<file path="src/hdl/dcache_pkg.sv">
/*
 * shared geometry and types for the 4-way 8 KB write-back data cache
 * address split: tag [31:11], index [10:4], byte offset [3:0]
 * every cache module imports this package
 */
`default_nettype none

package dcache_pkg;

    localparam int ADDR_W     = 32;
    localparam int TAG_W      = 21;   // addr bits 31..11
    localparam int INDEX_W    = 7;    // addr bits 10..4
    localparam int OFFSET_W   = 4;    // byte within line
    localparam int WAYS       = 4;
    localparam int WAY_W      = 2;
    localparam int SETS       = 128;
    localparam int BEAT_W     = 64;   // one bus beat
    localparam int LINE_BYTES = 16;

    // cpu access size, natural alignment assumed
    typedef enum logic [1:0] {
        SIZE_B = 2'd0,   // 1 byte
        SIZE_H = 2'd1,   // 2 bytes
        SIZE_W = 2'd2,   // 4 bytes
        SIZE_D = 2'd3    // 8 bytes
    } size_e;

    typedef enum logic [2:0] {
        IDLE    = 3'd0,
        LOOKUP  = 3'd1,   // tag compare, data read done
        EVICT   = 3'd2,   // dirty victim going out
        REFILL  = 3'd3,   // line coming in
        MERGE   = 3'd4,   // store miss, merge into refilled line
        RESPOND = 3'd5    // ready pulse to cpu
    } ctrl_state_e;

    // bus side sees two beats, merge side sees sixteen bytes
    typedef union packed {
        logic [1:0][BEAT_W-1:0]     beat;    // beat 0 = low 8 bytes
        logic [LINE_BYTES-1:0][7:0] bytes;
    } line_u;

endpackage

`default_nettype wire

</file>
<file path="src/hdl/dcache_lane_align.sv">
/*
 * byte lane steering between the cpu word and a cache line
 * store side: byte strobe from size and offset, data copied into both beats
 * load side: picks the beat, shifts down and zero-extends to 64 bits
 */
`timescale 1ns/1ps
`default_nettype none

module dcache_lane_align (
    input  logic [dcache_pkg::OFFSET_W-1:0]   offset_i,
    input  dcache_pkg::size_e                 size_i,
    input  logic [dcache_pkg::BEAT_W-1:0]     wdata_i,
    input  dcache_pkg::line_u                 line_i,
    output dcache_pkg::line_u                 store_line_o,
    output logic [dcache_pkg::LINE_BYTES-1:0] store_strb_o,
    output logic [dcache_pkg::BEAT_W-1:0]     rdata_o
);
    import dcache_pkg::*;

    logic [LINE_BYTES-1:0] size_mask;
    logic [BEAT_W-1:0]     wshift, rshift;
    logic [5:0]            bit_off;   // offset within the beat, in bits

    assign bit_off = {offset_i[2:0], 3'b000};

    always_comb begin
        case (size_i)
            SIZE_B:  size_mask = 16'h0001;
            SIZE_H:  size_mask = 16'h0003;
            SIZE_W:  size_mask = 16'h000f;
            default: size_mask = 16'h00ff;   // double
        endcase
    end

    assign store_strb_o = size_mask << offset_i;   // aligned, never crosses a beat

    // same data in both beats, the strobe picks the half
    assign wshift            = wdata_i << bit_off;
    assign store_line_o.beat = {wshift, wshift};

    assign rshift = line_i.beat[offset_i[3]] >> bit_off;

    always_comb begin
        case (size_i)
            SIZE_B:  rdata_o = {56'd0, rshift[7:0]};
            SIZE_H:  rdata_o = {48'd0, rshift[15:0]};
            SIZE_W:  rdata_o = {32'd0, rshift[31:0]};
            default: rdata_o = rshift;
        endcase
    end

endmodule

`default_nettype wire

</file>
<file path="config.mk">
export PLATFORM = sky130hd
export DESIGN_NAME = dcache_lane_align
export DESIGN_NICKNAME = d
export VERILOG_FILES = /design/src/hdl/dcache_pkg.sv /design/src/hdl/dcache_lane_align.sv
export SDC_FILE = /design/constraint.sdc
export NUM_CORES = 1
export LEC_CHECK = 0
export ABC_AREA = 1
export BUFFER_PORTS_ARGS = -buffer_cell sky130_fd_sc_hd__buf_2
export CAP_MARGIN = 20
export CORE_AREA = 2 2 159 161
export DETAILED_ROUTE_END_ITERATION = 12
export DIE_AREA = 0 0 161 163
export PLACE_DENSITY = 0.56
export SLEW_MARGIN = 40
export SYNTH_ARGS = -nofsm -noshare
export SYNTH_HDL_FRONTEND = slang
export SYNTH_SLANG_ARGS = --single-unit
</file>
<file path="constraint.sdc">
create_clock -name vclk -period 1.05
set_input_delay 0.0525 -clock vclk [all_inputs]
set_output_delay 0.0525 -clock vclk [all_outputs]
set_load 0.05 [all_outputs]
</file>
==> key figures <==
GRT
  • Met1 Use GR: 0.299
  • GR Util met2: 0.485
  • Vias in the first global route: 9263
  • Initial antenna violation count: 0
  • Total grt overflow: 0
  • GRT Max-Usage Layer: met2
  • GR Util met3: 0.0222
  • Largest net degree at the start of global routing: 32
  • First-pass GRT wire length: 52.3 mm
  • Total track usage: 0.256

Timing
  • Fin crit period: 1350 ps
  • Worst setup margin: -296 ps
  • Unrepaired setup endpoints after global routing: true
  • Slew @ Worst Pin: 329 ps
  • Max Freq: 743 MHz
  • Crit share post-route: 1.28
  • Final Setup Violations: 202
  • Slew margin rel.: 0.781
  • Final Hold Vio Count: 0
  • Slew Limit Fails: 0

Synth
  • Post-Syn Nets: 1305
  • Yosys warns: 0
  • Post-synthesis cell type count: 29
  • Synthesized area: 5060 um^2
  • Gate count of the mapped netlist: 1107
  • Post-Syn Area per Cell: 4.57 um^2
  • Seq/Total Area, Yosys: 0

Setup path
  • Arr. time, crit path: 1290 ps
  • Critical-path cell list: buf_12, inv_16, buf_12, buf_16, nand2_2, nand2_1, nand2_1, buf_4, a21oi_4, buf_6
  • Worst EP required: 1000 ps
  • Endpoint class of the critical path: primary output
  • Max FO, Critical Path: 6
  • Worst path depth: 10
  • Max incr delay on CP: 180 ps
  • Crit-path leading delay family: buffers and inverters
  • Slowest CP cell: buf_6
  • Crit Path Class: input port to primary output
  • CP Buf/Inv Count: 6
  • Setup crit start kind: input port

Die
  • Width of the die: 161 um
  • Starting Density: 0.205
  • Core ar.: 24700 um^2
  • Chip height: 163 um
  • DIE AREA: 26200 um^2
  • Io pins: 406
  • Row cnt: 58

Place
  • Port bufs: 406
  • Routability cong.: 0.926
  • Final HPWL from detailed placement: 27.6 mm
  • Inst Count DP: 1879

Layout
  • CLK BUF: 0
  • Commonest cells after routing, fill and taps aside: 324 x nand2_1, 214 x buf_2, 169 x buf_4, 129 x buf_6, 109 x nand2_2
  • Commonest non-fill, non-tap cell in the layout: nand2_1
  • Area Growth Syn to Fin: 147%
  • Number of diodes: 0
  • Fin nets: 1778
  • Register Area: 0 um^2
  • Post-Layout Cell Count: 1908
  • Final core utilization: 0.506
  • Layout cell share with drive strength beyond 1: 0.650
  • Seq_cells: 0

Power and ir drop
  • Switching pwr: 5.16 mW
  • P_int: 3.12 mW
  • Peak supply drop: 0.000419 V
  • Leakage: 6.22 nW
  • Clk network pwr share: 0
  • P per Cell Area: 663 nW/um^2
  • Share of total power in sequential cells: 0
  • Comb pwr share: 1.000
  • Total power draw: 8.28 mW
  • Sw Ratio: 0.623

Worst hold path
  • Hold Crit Depth: 4
  • Worst Hold Class: input port to primary output

Detailed routing
  • Routed wire per std cell: 19.1 um
  • Antenna-violating nets left: 0
  • Total Wirelength: 36.4 mm
  • Drt pass-1 iters: 5
  • Vias/cell: 4.92
  • Vias: 9384
  • DRC: 0
  • 1st-iter DRT viols: 518

Run
  • Max Cap Violations: 0

Clocking
  • Cts hold-fix bufs: 0

Status
  • Failing checks: negative setup slack
  • Status: finished, violations left
## worst min-delay path, delay by kind of cell
kind                   cells  cell delay (ps)
buffers and inverters      2              260
and+or+nand+nor            1              110
AOI/OAI and AO/OA          1               60
## through the flow
stage          setup slack [ps]  setup TNS, ps  hold slack (ps)  instance area [um^2]
2_1_floorplan              -713         -31270              240                  6910
3_3_place_gp               -430         -65230              542                  9940
6_report                   -296         -32080              533                 12500
5_1_grt                    -343         -42900              543                 12500
4_1_cts                    -292         -36300              519                 11600
3_5_place_dp               -448         -67510              547                  9940
## synth_stat cells
cell type	count	area share
nand2_1	455	0.34
o221ai_1	2	0.0035
nand4_1	1	0.0012
nand2_2	2	0.0025
clkbuf_1	7	0.0052
a32oi_1	1	0.0017
a21oi_1	35	0.035
nor3_1	1	0.00099
o21ai_0	36	0.036
nand3_2	1	0.0020
buf_1	7	0.0052
inv_2	3	0.0022
buf_6	4	0.0089
buf_4	77	0.11
inv_4	2	0.0025
a31oi_1	5	0.0062
nand3_1	214	0.21
nor2_1	100	0.074
a22oi_1	3	0.0045
buf_2	41	0.041
o21ai_1	14	0.014
o211ai_1	11	0.016
nor2_4	4	0.0089
o22ai_1	3	0.0037
or2_1	2	0.0025
and2_1	2	0.0025
nor2_2	2	0.0025
inv_1	71	0.053
o31ai_1	1	0.0015
## cells by family after synthesis
group / after synthesis / share of synthesized area
buf+inv: 212 / 0.232
simple gates: 784 / 0.647
compound gates: 111 / 0.122
## path summary, 6_finish.rpt
kind        start           to  slack [ps]
max   offset_i[3]  rdata_o[43]        -300
min    line_i[59]  rdata_o[59]         530
## metal layers
metal / share of wire / routed length, um / vias up
met1: 0.38 / 13900 / 4337
met5: 0 / 0 / -
met3: 0.067 / 2450 / 83
met4: 0.040 / 1440 / 0
met2: 0.51 / 18600 / 528
li1: - / - / 4436
## cell type report
| class | count | area, um^2 |
|---|---|---|
| Inverter | 76 | 348 |
| Tap cell | 330 | 413 |
| Multi-Input combinational cell | 895 | 6180 |
| Fill cell | 2399 | 12200 |
| Timing Repair Buffer | 607 | 5550 |
## power by group through the flow
| stage | Combinational [mW] | Clock [mW] | Sequential (mW) |
|---|---|---|---|
| 6_report | 8.28 | 0 | 0 |
| 5_1_grt | 8.68 | 0 | 0 |
| 4_1_cts | 7.81 | 0 | 0 |
| 3_5_place_dp | 6.80 | 0 | 0 |
| 3_3_place_gp | 6.78 | 0 | 0 |
| 2_1_floorplan | 4.94 | 0 | 0 |
## timing repair
action	in CTS	in global routing
resized for setup	406	266
setup buffers	13	7
cloned	11	1
pin swaps	33	37
endpoints found under the setup margin	208	208
(Power assumes the default switching activity.)
