File: config.mk
export PLATFORM = sky130hd
export DESIGN_NAME = dcache_ctrl
export DESIGN_NICKNAME = d
export VERILOG_FILES = /design/src/hdl/dcache_pkg.sv /design/src/hdl/dcache_ctrl.sv
export SDC_FILE = /design/constraint.sdc
export NUM_CORES = 1
export LEC_CHECK = 0
export BUFFER_PORTS_ARGS = -buffer_cell sky130_fd_sc_hd__buf_2
export CAP_MARGIN = 40
export CORE_AREA = 2 2 168 170
export DETAILED_ROUTE_END_ITERATION = 8
export DIE_AREA = 0 0 170 172
export GPL_TIMING_DRIVEN = 0
export HOLD_SLACK_MARGIN = 0.02
export MAX_ROUTING_LAYER = met4
export PLACE_DENSITY = 0.34
export RECOVER_POWER = 100
export SYNTH_ARGS = -nofsm -noshare
export SYNTH_HDL_FRONTEND = slang
export SYNTH_SLANG_ARGS = --single-unit
export TNS_END_PERCENT = 10
File: constraint.sdc
create_clock -name clk -period 2.75 [get_ports clk]
set_input_delay 0.275 -clock clk [delete_from_list [all_inputs] [get_ports clk]]
set_output_delay 0.275 -clock clk [all_outputs]
set_load 0.05 [all_outputs]
File: src/hdl/dcache_pkg.sv
/*
 * shared geometry and types for the 4-way 8 KB write-back data cache
 * address split: tag [31:11], index [10:4], byte offset [3:0]
 * every cache module imports this package
 */
`default_nettype none

package dcache_pkg;

    localparam int ADDR_W     = 32;
    localparam int TAG_W      = 21;   // addr bits 31..11
    localparam int INDEX_W    = 7;    // addr bits 10..4
    localparam int OFFSET_W   = 4;    // byte within line
    localparam int WAYS       = 4;
    localparam int WAY_W      = 2;
    localparam int SETS       = 128;
    localparam int BEAT_W     = 64;   // one bus beat
    localparam int LINE_BYTES = 16;

    // cpu access size, natural alignment assumed
    typedef enum logic [1:0] {
        SIZE_B = 2'd0,   // 1 byte
        SIZE_H = 2'd1,   // 2 bytes
        SIZE_W = 2'd2,   // 4 bytes
        SIZE_D = 2'd3    // 8 bytes
    } size_e;

    typedef enum logic [2:0] {
        IDLE    = 3'd0,
        LOOKUP  = 3'd1,   // tag compare, data read done
        EVICT   = 3'd2,   // dirty victim going out
        REFILL  = 3'd3,   // line coming in
        MERGE   = 3'd4,   // store miss, merge into refilled line
        RESPOND = 3'd5    // ready pulse to cpu
    } ctrl_state_e;

    // bus side sees two beats, merge side sees sixteen bytes
    typedef union packed {
        logic [1:0][BEAT_W-1:0]     beat;    // beat 0 = low 8 bytes
        logic [LINE_BYTES-1:0][7:0] bytes;
    } line_u;

endpackage

`default_nettype wire

File: src/hdl/dcache_ctrl.sv
/*
 * cache controller FSM
 * hit:  IDLE -> LOOKUP -> RESPOND, store hit writes on the LOOKUP edge
 * miss: LOOKUP -> [EVICT] -> REFILL -> [MERGE] -> RESPOND
 * eviction always completes before the refill burst starts
 */
`timescale 1ns/1ps
`default_nettype none

module dcache_ctrl (
    input  logic                              clk,
    input  logic                              rst,
    input  logic                              cpu_valid_i,
    input  logic                              cpu_we_i,
    output logic                              cpu_ready_o,
    input  logic                              hit_i,
    input  logic [dcache_pkg::WAY_W-1:0]      hit_way_i,
    input  logic [dcache_pkg::WAY_W-1:0]      victim_way_i,
    input  logic                              victim_dirty_i,
    input  logic                              fill_done_i,
    input  logic                              evict_done_i,
    input  dcache_pkg::line_u                 fill_line_i,
    input  dcache_pkg::line_u                 store_line_i,
    input  logic [dcache_pkg::LINE_BYTES-1:0] store_strb_i,
    output logic                              fill_start_o,
    output logic                              evict_start_o,
    output logic                              tag_we_o,
    output logic                              tag_dirty_o,
    output logic                              data_we_o,
    output logic [dcache_pkg::WAY_W-1:0]      data_way_o,
    output logic [dcache_pkg::LINE_BYTES-1:0] data_strb_o,
    output dcache_pkg::line_u                 data_line_o,
    output logic                              rdata_sel_fill_o
);
    import dcache_pkg::*;

    ctrl_state_e      state_q, state_d;
    logic [WAY_W-1:0] victim_q;   // way picked at lookup, used for the rest of the miss
    logic             filled_q;   // load data comes from the refill regs
    logic             miss;

    assign miss = (state_q == LOOKUP) && !hit_i;

    // engines start on the edge that leaves the previous state
    assign evict_start_o = miss && victim_dirty_i;
    assign fill_start_o  = (miss && !victim_dirty_i) || (state_q == EVICT && evict_done_i);

    always_comb begin
        state_d = state_q;
        case (state_q)
            IDLE:    if (cpu_valid_i) state_d = LOOKUP;
            LOOKUP: begin
                if (hit_i)               state_d = RESPOND;
                else if (victim_dirty_i) state_d = EVICT;
                else                     state_d = REFILL;
            end
            EVICT:   if (evict_done_i) state_d = REFILL;
            REFILL:  if (fill_done_i) state_d = cpu_we_i ? MERGE : RESPOND;
            MERGE:   state_d = RESPOND;
            RESPOND: state_d = IDLE;   // valid is dropped by the cpu now
            default: state_d = IDLE;
        endcase
    end

    always_ff @(posedge clk) begin
        if (rst) begin
            state_q  <= IDLE;
            filled_q <= 1'b0;
        end else begin
            state_q <= state_d;
            if (state_q == IDLE)
                filled_q <= 1'b0;
            else if (state_q == REFILL && fill_done_i)
                filled_q <= 1'b1;
        end
    end

    always_ff @(posedge clk) begin
        if (miss) victim_q <= victim_way_i;   // counter moves every cycle
    end

    // store hit, whole refilled line, then store merge on a miss
    assign data_we_o   = (state_q == LOOKUP && hit_i && cpu_we_i) ||
                         (state_q == REFILL && fill_done_i) ||
                         (state_q == MERGE);
    assign data_way_o  = (state_q == LOOKUP) ? hit_way_i : victim_q;
    assign data_strb_o = (state_q == REFILL) ? '1 : store_strb_i;
    assign data_line_o = (state_q == REFILL) ? fill_line_i : store_line_i;

    assign tag_we_o    = data_we_o;                // new tag, valid set
    assign tag_dirty_o = (state_q != REFILL);     // refill clean, stores dirty

    assign cpu_ready_o      = (state_q == RESPOND);
    assign rdata_sel_fill_o = filled_q;

    // one burst at a time, each engine finishes while the FSM waits for it
    a_evict_done_in_evict: assert property (@(posedge clk) disable iff (rst)
        evict_done_i |-> state_q == EVICT)
        else $error("eviction finished outside the evict state");

    a_fill_done_in_refill: assert property (@(posedge clk) disable iff (rst)
        fill_done_i |-> state_q == REFILL)
        else $error("refill finished outside the refill state");

endmodule

`default_nettype wire

==> summary.md <==
| Metric | Value |
|---|---|
| Synthesized area | `2190 um2` |
| Die Y | `172 um` |
| Vias in the first global route | `3244` |
| Antenna violations before repair | `7` |
| Arrival @ worst endpoint | `2.16 ns` |
| Worst slew pin tran | `0.693 ns` |
| Fraction of layout cells with a size suffix above 1 | `81.5%` |
| Synth Register Bits | `6` |
| Outcome | `finished, final reports clean` |
| Vias/cell | `3.45` |
| Starting DRT DRC Count | `121` |
| Final instance area | `4820 um2` |
| Pwr Total | `1720 uW` |
| Util after Layout | `17.5%` |
| CP Data Required Time | `2.48 ns` |
| CP Cell Sequence | `clkbuf_1 -> nand3b_2 -> buf_6 -> buf_2 -> mux2_2 -> clkbuf_1` |
| CP most frequent cell | `clkbuf_1` |
| PnR worst setup slack | `0.313 ns` |
| Port bufs | `436` |
| Total negative slack | `0 ns` |
| Critical path buffers and inverters | `4` |
| Post-detail-place hpwl | `16.2 mm` |
| Area leader, netlist | `mux2_2` |
| # H-tree levels | `1` |
| Setup Fix Bufs, Post-CTS | `0` |
| Area contributors post-synth | `mux2_2 (50%), mux2_4 (23%), nand2b_1 (4.8%)` |
| Fmax | `410 MHz` |
| Inserted Clock Buffers | `3` |
| Clock Tree Root | `clkbuf_16` |
| Worst setup EP type | `output pin` |
| DIE AREA | `29200 um2` |
| Clk slew on worst S/H paths | `0.04 ns` |
| Shortest period the worst path allows | `2.44 ns` |
| Slowest-stage cell, CP | `clkbuf_1` |
| Mean cell area of the mapped netlist | `10.5 um2` |
| Worst setup path class | `flip-flop to output pin` |
| First-pass GRT wire length | `21.3 mm` |
| Max Root-Sink Buffers | `2` |
| Routed wire length | `17.4 mm` |
| Comb power frac | `79.5%` |
| Clock sink total | `6` |
| CP max stage delay | `0.48 ns` |
| Gr usage total | `10.5%` |
| Pin count of the biggest net entering global routing | `11` |
| GR Overflow Total | `0` |
| Max Slew Vio Count | `0` |
| Routed vias | `3444` |
| Clock share of power | `14.3%` |
| Max rail drop VDD | `0.135 mV` |
| Antenna viol nets, final | `0` |
| # fillers | `3188` |
| Final hold vios | `0` |
| Switch share | `57.1%` |
| DIE WIDTH | `170 um` |
| Yosys top cell area share | `49.8%` |
| Synth Instances | `209` |
| RSZ-0062 raised after global routing | `no` |
| P&R area growth vs syn | `120%` |
| Worst-Skew Late Latency | `0.23 ns` |
| Max-slew headroom | `54.0%` |
| GPL Wtd Cong | `0.789` |
| Final Setup Violations | `0` |
| Crit path max fanout | `10` |
| Critical path startpoint category | `flip-flop` |
| # rows | `61` |
| Ys async rst share | `0%` |
| DRT Pass-1 Iters | `4` |
| Placeable core area | `27500 um2` |
| Nets@finish | `934` |
| Top Family by Delay on Critical Path | `buffers and inverters` |
| Worst slack, placed | `0.712 ns` |
| LEAKAGE | `0.00259 uW` |
| Routed wire per std cell | `17.4 um` |
| Max-cap violations | `0` |
| Synth cell types | `30` |
| PwrDens | `358 nW/um2` |
| Worst Hold Class | `primary input to flip-flop` |
| P_sw | `984 uW` |
| Setup Skew | `0.00337 ns` |
| Sequential Power Share | `6.2%` |
| Post-CTS Resized | `0` |
| Starting density of the core | `7.98%` |
| Internal | `740 uW` |
| Ports | `437` |
| Mapped Nets | `493` |
| Placement Cell Area | `4810 um2` |
| Share of the yosys chip area belonging to registers | `6.39%` |
| Number of synthesized flops with an enable pin | `2` |
| Crit share post-route | `88.6%` |
| CTS tree | `built` |
| Most frequent cell after synthesis | `mux2_2` |
| DRC Markers | `0` |
| Hold Buf Count CTS | `0` |
| Synth Warn # | `0` |
| Most used DFF post-synth | `dfxtp_1` |
| Most frequent cells after synthesis | `mux2_2 (97), mux2_4 (33), nand2b_1 (17)` |
## per-stage QoR
stage          instances  hold WS, ns
6_report             998        0.224
3_5_place_dp         991        0.460
4_1_cts              995        0.221
3_3_place_gp         991        0.456
5_1_grt              998        0.222
2_1_floorplan        209        0.344
## worst paths after layout
| path | start | to | slack [ns] | depth (start not counted) |
|---|---|---|---|---|
| hold reg to reg | rdata_sel_fill_o | rdata_sel_fill_o | 0.51 | 2 |
| hold / removal | victim_way_i[0] | victim_q[0] | 0.22 | 1 |
| setup reg to reg | state_q[1] | state_q[0] | 1.11 | 6 |
| setup / recovery | state_q[1] | data_line_o[66] | 0.31 | 6 |
## power groups by stage
stage	Combinational (uW)	Sequential, uW	Clock [uW]
after global routing	1440	109	261
after global placement	1400	109	0
after floorplan	978	108	0
after detailed placement	1400	109	0
after CTS	1400	108	252
final	1370	108	246
## area by class of cell
| type | count | area, um2 | area share [%] |
|---|---|---|---|
| Clock buffer | 4 | 78.8 | 1.64 |
| Buffer | 21 | 136 | 2.83 |
| Antenna cell | 3 | 7.51 | 0.156 |
| Multi-Input combinational cell | 182 | 1910 | 39.7 |
| Sequential cell | 6 | 140 | 2.91 |
| Tap cell | 346 | 433 | 8.98 |
| Timing Repair Buffer | 436 | 2110 | 43.8 |
## layer usage
| layer | vias to the layer above | track usage [%] | routed length, um |
|---|---|---|---|
| li1 | 1658 | - | - |
| met1 | 1530 | 13.3 | 7070 |
| met2 | 240 | 18.0 | 8600 |
| met3 | 16 | 1.46 | 1460 |
| met4 | 0 | 1.49 | 244 |
| met5 | - | - | 0 |
## worst reg2reg max path: stages (launching register included)
cell      delay (ns)
dfxtp_1         0.30
clkbuf_1        0.28
nand3b_2        0.19
buf_6           0.21
buf_6           0.16
or3_1           0.33
o31ai_1         0.07
## registers in the layout (all words and copies together) (netlist names)
| signal | cells |
|---|---|
| rdata_sel_fill_o | 1 |
| state_q | 3 |
| victim_q | 2 |
## kinds of logic after synthesis
kind of cell	after synthesis	share of synthesized area, %
AO/OA/AOI/OAI	13	3.65
flip-flops	6	6.39
AND/OR/NAND/NOR	38	10.7
multiplexers	131	72.8
buffers and inverters	21	6.39
## placed cells by master (no fill, tap or decap)
cell type,synthesis,routed
buf_2,10,361
mux2_2,97,97
clkbuf_1,4,65
mux2_4,33,33
clkbuf_2,0,25
nand2b_1,17,17
buf_6,6,6
o21ai_0,5,5
dfxtp_1,4,4
diode_2,0,3
nor3_1,3,3
nand2_1,3,3
a21oi_1,3,3
clkbuf_16,0,3
nor2_1,2,2
nor2b_1,2,2
and3b_1,2,2
or3_1,2,2
edfxtp_1,2,2
nand3b_2,1,1
and3_1,1,1
nor3b_1,1,1
a21o_1,1,1
nand3b_1,1,1
mux2i_1,1,1
o21a_1,1,1
a221o_1,1,1
or3b_2,1,1
a21boi_0,1,1
o31ai_1,1,1
nand3_1,1,1
or2_2,1,1
buf_4,1,1
Power figures use the tool's default switching activity.
