--- config.mk ---
export PLATFORM = sky130hd
export DESIGN_NAME = dcache_refill
export DESIGN_NICKNAME = d
export VERILOG_FILES = /design/src/hdl/dcache_pkg.sv /design/src/hdl/dcache_refill.sv
export SDC_FILE = /design/constraint.sdc
export NUM_CORES = 1
export LEC_CHECK = 0
export BUFFER_PORTS_ARGS = -buffer_cell sky130_fd_sc_hd__buf_2
export CORE_UTILIZATION = 40
export CTS_BUF_LIST = sky130_fd_sc_hd__clkbuf_4
export DETAILED_ROUTE_END_ITERATION = 16
export GPL_TIMING_DRIVEN = 0
export PLACE_DENSITY_LB_ADDON = 0.1
export SLEW_MARGIN = 20
export SYNTH_ARGS = -nofsm -noshare
export SYNTH_HDL_FRONTEND = slang
export SYNTH_SLANG_ARGS = --single-unit
--- constraint.sdc ---
create_clock -name clk -period 8.6 [get_ports clk]
set_clock_uncertainty 0.1 [all_clocks]
set_input_delay 1.29 -clock clk [delete_from_list [all_inputs] [get_ports clk]]
set_output_delay 1.29 -clock clk [all_outputs]
set_load 0.02 [all_outputs]
--- src/hdl/dcache_pkg.sv ---
/*
 * shared geometry and types for the 4-way 8 KB write-back data cache
 * address split: tag [31:11], index [10:4], byte offset [3:0]
 * every cache module imports this package
 */
`default_nettype none

package dcache_pkg;

    localparam int ADDR_W     = 32;
    localparam int TAG_W      = 21;   // addr bits 31..11
    localparam int INDEX_W    = 7;    // addr bits 10..4
    localparam int OFFSET_W   = 4;    // byte within line
    localparam int WAYS       = 4;
    localparam int WAY_W      = 2;
    localparam int SETS       = 128;
    localparam int BEAT_W     = 64;   // one bus beat
    localparam int LINE_BYTES = 16;

    // cpu access size, natural alignment assumed
    typedef enum logic [1:0] {
        SIZE_B = 2'd0,   // 1 byte
        SIZE_H = 2'd1,   // 2 bytes
        SIZE_W = 2'd2,   // 4 bytes
        SIZE_D = 2'd3    // 8 bytes
    } size_e;

    typedef enum logic [2:0] {
        IDLE    = 3'd0,
        LOOKUP  = 3'd1,   // tag compare, data read done
        EVICT   = 3'd2,   // dirty victim going out
        REFILL  = 3'd3,   // line coming in
        MERGE   = 3'd4,   // store miss, merge into refilled line
        RESPOND = 3'd5    // ready pulse to cpu
    } ctrl_state_e;

    // bus side sees two beats, merge side sees sixteen bytes
    typedef union packed {
        logic [1:0][BEAT_W-1:0]     beat;    // beat 0 = low 8 bytes
        logic [LINE_BYTES-1:0][7:0] bytes;
    } line_u;

endpackage

`default_nettype wire

--- src/hdl/dcache_refill.sv ---
/*
 * read channel engine
 * start_i raises mem_r_valid_o for one line-aligned burst of two beats
 * beats are assembled into line_o, done_o pulses after the last beat
 */
`timescale 1ns/1ps
`default_nettype none

module dcache_refill (
    input  logic                          clk,
    input  logic                          rst,
    input  logic                          start_i,
    input  logic [dcache_pkg::ADDR_W-1:0] line_addr_i,
    output logic                          mem_r_valid_o,
    output logic [dcache_pkg::ADDR_W-1:0] mem_r_addr_o,
    input  logic                          mem_r_ready_i,
    input  logic                          mem_r_last_i,
    input  logic [dcache_pkg::BEAT_W-1:0] mem_r_data_i,
    output dcache_pkg::line_u             line_o,
    output logic                          done_o
);
    import dcache_pkg::*;

    logic take;   // beat accepted this cycle

    assign take = mem_r_valid_o && mem_r_ready_i;

    always_ff @(posedge clk) begin
        if (rst) begin
            mem_r_valid_o <= 1'b0;
            done_o        <= 1'b0;
        end else begin
            done_o <= 1'b0;
            if (start_i) begin
                mem_r_valid_o <= 1'b1;
            end else if (take && mem_r_last_i) begin
                mem_r_valid_o <= 1'b0;   // drops the cycle after the last beat
                done_o        <= 1'b1;
            end
        end
    end

    always_ff @(posedge clk) begin
        if (start_i) mem_r_addr_o <= line_addr_i;
        if (take) begin
            if (mem_r_last_i) line_o.beat[1] <= mem_r_data_i;
            else              line_o.beat[0] <= mem_r_data_i;
        end
    end

    a_last_in_burst: assert property (@(posedge clk) disable iff (rst)
        mem_r_last_i |-> mem_r_valid_o)
        else $error("read last outside a burst");

endmodule

`default_nettype wire

==> out/metrics.yaml, run 1 <==
die:
  coreArea_sq_um: 12000
  rows: 40
  die_w_um: 113
  start_util_pct: 40.9
  dieArea_sq_um: 12700
  die_h_um: 113
  io_pins: 263
worst_hold_path:
  hold_path.class: "reg2reg"
  hold_depth: 2
  min_from: "mem_r_valid_o"
  min_to: "mem_r_valid_o"
clocking:
  h-tree-depth: 4
  clk_latency_ns: 0.52
  post_cts_resized: 0
  cts.reportedPaths.clkPinSlew_ns: 0.12
  cts_setup_buffers: 0
  ctsHoldBuffers: 0
  clock_path_buffers: 2
  clkSinkCount: 162
  tritoncts: "built"
  numCtsBuffers: 17
  root_buffer: "clkbuf_4"
drt:
  routedWlPerCell_um: 16.7
  drt_iter0_drc: 180
  firstDrtPassIters: 4
  via_count: 2744
  route.detailed.drc: 0
  wirelength_um: 10200
  vias_per_cell: 4.48
  drt.antenna.violating_nets: 0
worst_setup_path:
  rr_worst_depth: 3
  critPathTopFamily: "flip-flops"
  slowest_stage: "edfxtp_1"
  crit_path_cell_trace: "buf_2"
  required_ns: 7.21
  cp_max_fo: 1
  r2r-start: "mem_r_valid_o"
  r2r_end: "line_o[42]"
  ff2ff_setup_slack_ns: 6.92
  worstSetupPathType: "reg2out"
  slowest_delay_ns: 0.41
  arrival_ns: 1.10
  start_kind: "flop"
  setup.worst_path.end_class: "output port"
  path_buf_inv: 1
placement:
  gp_congestion: 0.694
  portBuffers: 262
  dp.cells: 581
  hpwl_um: 7390
  dp_slack_ns: 5.87
final_layout:
  final_cell_mix: "buf_2 (262), edfxtp_1 (160), clkbuf_4 (18)"
  fill_cells: 947
  final_common_cell: "buf_2"
  final_cells: 613
  antenna_cells: 0
  fin_nets: 554
  drive_above_1_share_pct: 63.5
  areaGrowthSynthToFinish_pct: 38.0
timing:
  worstMarginPinSlew_ns: 0.796
  tns_ns: 0
  period_needed_ns: 2.49
  max_slew_margin_pct: 46.9
  finalSetupViolations: 0
  worst_slack_ns: 6.11
  drv_slew: 0
  finalHoldViolCount: 0
  rsz0062_at_grt: "false"
  min_period_over_period_pct: 29.0
  clock.fmax_ghz: 0.401
global_route:
  overflow: 0
  antenna_found_initial: 0
  grt_pass1_vias: 2751
  grt_max_degree: 42
  grtUsageTotal_pct: 16.5
  grt_pass1_wl_um: 14800
logic_synthesis:
  ys_seq_elements: 162
  avgSynthCellArea_sq_um: 28.9
  yosysUniqueCellTypes: 8
  synth-seq-area-share_pct: 99.1
  syn-instance-count: 169
  netlist_area_sq_um: 4890
  synth_nets: 270
  yosysWarnings: 0
job:
  drv_cap: 0
outcome:
  status: "finished clean"
power:
  power_density_nw_per_um2: 214
  total_power_mw: 1.44
  vdd_drop_max_v: 0.000102
  leakage_nw: 2.73
-- layer usage --
metal	track usage (%)	vias to the layer above	part of all wire (%)	wire [um]
met1	17.3	1307	37	3830
met3	7.99	20	9.0	917
li1	-	1263	-	-
met2	27.3	154	51	5200
met4	9.42	0	2.7	275
met5	0	-	0	0
-- cells in the mapped netlist (all sizes together) --
| cell type | instances | area (sq um) |
|---|---|---|
| a311oi | 1 | 8.76 |
| nor3b | 1 | 12.5 |
| inv | 1 | 3.75 |
| and3 | 1 | 6.26 |
| nand2 | 1 | 3.75 |
| edfxtp | 160 | 4800 |
| nor2 | 2 | 7.51 |
| dfxtp | 2 | 40.0 |
-- state kept, by name (all words and copies together), names as in the netlist --
register	count
line_o	128
mem_r_addr_o	32
done_o	1
mem_r_valid_o	1
-- kinds of logic (layout without fill, tap and decap cells) --
logic type             after synthesis  after routing  share of synthesized area [%]
buffers and inverters                1            298                         0.0767
AND/OR/NAND/NOR                      5              5                          0.614
AO/OA/AOI/OAI                        1              1                          0.179
flip-flops                         162            162                           99.1
-- worst max path at each step --
stage                startpoint               end  slack, ns  depth (start not counted)
2_1_floorplan     mem_r_ready_i         line_o[0]       3.99                          2
3_3_place_gp      mem_r_ready_i        line_o[16]       2.33                          3
3_5_place_dp      mem_r_ready_i        line_o[22]       5.87                          4
4_1_cts             line_o[100]       line_o[100]       6.03                          1
5_1_grt             line_o[102]       line_o[102]       6.00                          1
6_report       mem_r_addr_o[11]  mem_r_addr_o[11]       6.11                          1
-- layout make-up --
class | instances | area [sq um] | share of cell area, %
inverter | 1 | 3.75 | 0.0557
clock inverter | 14 | 145 | 2.15
sequential | 162 | 4840 | 71.9
timing repair buffer | 265 | 1380 | 20.4
tap | 147 | 184 | 2.73
clock buffer | 18 | 135 | 2.00
multi-input combinational | 6 | 51.3 | 0.761
-- through the flow --
stage | area [sq um] | util, % | hold slack [ns]
after floorplan | 4890 | - | 0.482
after global placement | 6380 | 53.4 | 0.406
after detailed placement | 6460 | 54.0 | 0.429
after CTS | 6740 | 56.4 | 0.445
after global routing | 6740 | 56.4 | 0.478
final | 6740 | 56.4 | 0.445
-- report_power, final --
group | switching [mW] | internal (mW) | leakage (nW)
clock network | 0.241 | 0.198 | 0.151
registers | 0.00587 | 0.897 | 1.49
logic | 0.0638 | 0.0347 | 1.08
Note: power is estimated with default switching activity, not from simulation.
==> inputs of run 2 (changes only) <==
Clock period 8.6 ns to 2.1 ns, I/O delays scaled along.
==> out/metrics.yaml, run 2 (synthesis results as in run 1) <==
timing:
  worst_slack_ns: 0.385  # was 6.11 ns
  clock.fmax_ghz: 0.583
  max_slew_margin_pct: 50.0  # was 46.9%
  tns_ns: 0  # unchanged
  finalSetupViolations: 0  # unchanged
  finalHoldViolCount: 0  # unchanged
  period_needed_ns: 1.72
  worstMarginPinSlew_ns: 0.750  # was 0.796 ns
  min_period_over_period_pct: 81.7
  drv_slew: 0  # unchanged
  rsz0062_at_grt: "false"  # unchanged
die:
  start_util_pct: 40.9  # unchanged
  rows: 40  # unchanged
  die_w_um: 113  # unchanged
  coreArea_sq_um: 12000  # unchanged
  io_pins: 263  # unchanged
  dieArea_sq_um: 12700  # unchanged
  die_h_um: 113  # unchanged
worst_hold_path:
  hold_path.class: "in2reg"  # was reg2reg
  min_to: "line_o[27]"  # was mem_r_valid_o
  hold_depth: 2  # unchanged
  min_from: "mem_r_last_i"  # was mem_r_valid_o
final_layout:
  final_common_cell: "buf_2"  # unchanged
  final_cell_mix: "buf_2 (262), edfxtp_1 (160), dlygate4sd3_1 (99)"  # was buf_2 (262), edfxtp_1 (160), clkbuf_4 (18)
  areaGrowthSynthToFinish_pct: 57.0  # was 38.0%
  multi_input_area_sq_um: 51.3  # unchanged
  regArea_sq_um: 4840  # unchanged
  fin_nets: 653  # was 554
  antenna_cells: 0  # unchanged
  fill_cells: 850  # was 947
  drive_above_1_share_pct: 52.3  # was 63.5%
  largest_reg_flops: 128  # unchanged
global_route:
  overflow: 0  # unchanged
  grtUsageTotal_pct: 17.5  # was 16.5%
  grt_pass1_wl_um: 15900  # was 14800 um
  antenna_found_initial: 0  # unchanged
  grt_pass1_vias: 3134  # was 2751
  grt_max_degree: 36  # was 42
drt:
  wirelength_um: 11000  # was 10200 um
  route.detailed.drc: 0  # unchanged
  via_count: 3084  # was 2744
  vias_per_cell: 4.35  # was 4.48
  routedWlPerCell_um: 15.6  # was 16.7 um
  drt.antenna.violating_nets: 0  # unchanged
  firstDrtPassIters: 4  # unchanged
  drt_iter0_drc: 156  # was 180
worst_setup_path:
  worstSetupPathType: "in2reg"  # was reg2out
  r2r-start: "mem_r_valid_o"  # unchanged
  start_kind: "input port"  # was flop
  arrival_ns: 1.85  # was 1.10 ns
  rr_worst_depth: 3  # unchanged
  required_ns: 2.23  # was 7.21 ns
  setup.worst_path.end_class: "flop"  # was output port
  r2r_end: "line_o[56]"  # was line_o[42]
  ff2ff_setup_slack_ns: 0.41  # was 6.92 ns
  cp_max_fo: 25  # was 1
  slowest_delay_ns: 0.53  # was 0.41 ns
  crit_path_cell_trace: "dlygate4sd3_1 > buf_2 > nand2_1 > nor2_4 > buf_12"  # was buf_2
  slowest_stage: "dlygate4sd3_1"  # was edfxtp_1
clocking:
  root_buffer: "clkbuf_4"  # unchanged
  ctsHoldBuffers: 99  # was 0
  tritoncts: "built"  # unchanged
  clock_path_buffers: 2  # unchanged
  cts_setup_buffers: 0  # unchanged
  clk_latency_ns: 0.52  # about the same
  clkSinkCount: 162  # unchanged
  numCtsBuffers: 17  # unchanged
  h-tree-depth: 4  # unchanged
  cts.reportedPaths.clkPinSlew_ns: 0.12  # about the same
  post_cts_resized: 0  # unchanged
power:
  vdd_drop_max_v: 0.000479  # was 0.000102 V
  power_density_nw_per_um2: 753  # was 214 nW/um^2
  leakage_nw: 3.12  # was 2.73 nW
job:
  drv_cap: 0  # unchanged
placement:
  hpwl_um: 7150  # was 7390 um
  portBuffers: 262  # unchanged
  dp_slack_ns: 0.347  # was 5.87 ns
  gp_congestion: 0.685  # was 0.694
outcome:
  status: "finished clean"  # unchanged
## run 2: layout make-up
type,instances,share of cell area (%)
flip-flops and latches,162,63.1
repair buffers,364,30.9
well taps,147,2.40
clock buffers,20,1.96
clock inverters,9,0.897
multi-input cells,6,0.669
inverters,1,0.0489
## run 2: metrics by stage
| stage | utilization (%) | hold slack (ns) | cell area (sq um) | instances | power (mW) |
|---|---|---|---|---|---|
| after global routing | 64.1 | 0.0858 | 7670 | 709 | 6.00 |
| after global placement | 53.4 | 0.392 | 6390 | 578 | 4.16 |
| final | 64.1 | 0.136 | 7670 | 709 | 5.77 |
| after detailed placement | 54.0 | 0.393 | 6460 | 581 | 4.18 |
| after CTS | 64.1 | 0.0809 | 7670 | 709 | 5.84 |
| after floorplan | - | 0.284 | 4900 | 169 | 3.94 |
## run 2: worst max path at each step
stage,startpoint,endpoint,slack [ns],depth (start not counted)
finish,mem_r_ready_i,line_o[56],0.38,5
global route,mem_r_valid_o,line_o[34],0.32,3
CTS,mem_r_valid_o,line_o[34],0.37,3
detailed placement,mem_r_ready_i,line_o[21],0.35,4
global placement,mem_r_ready_i,line_o[28],-0.41,3
floorplan,mem_r_valid_o,line_o[0],0.05,2
## run 2: worst max-delay path: cells and delay by family
kind	cells	cell delay, ns
and+or+nand+nor	2	0.61
buffers and inverters	3	0.91
## run 2: where the power goes
part	total (mW)	internal (mW)	leakage, nW	switching (mW)
clock	1.52	0.587	0.127	0.938
combinational	0.551	0.262	1.49	0.288
sequential	3.70	3.67	1.49	0.0253
## run 2: layer usage
metal  wire length [um]  part of all wire, %  vias to the layer above  global-route usage [%]
met4                230                  2.1                        0                    8.00
met3               1010                  9.2                       18                    8.53
li1                   -                    -                     1457                       -
met2               5750                   52                      164                    31.0
met1               4050                   37                     1445                    17.2
met5                  0                    0                        -                       0
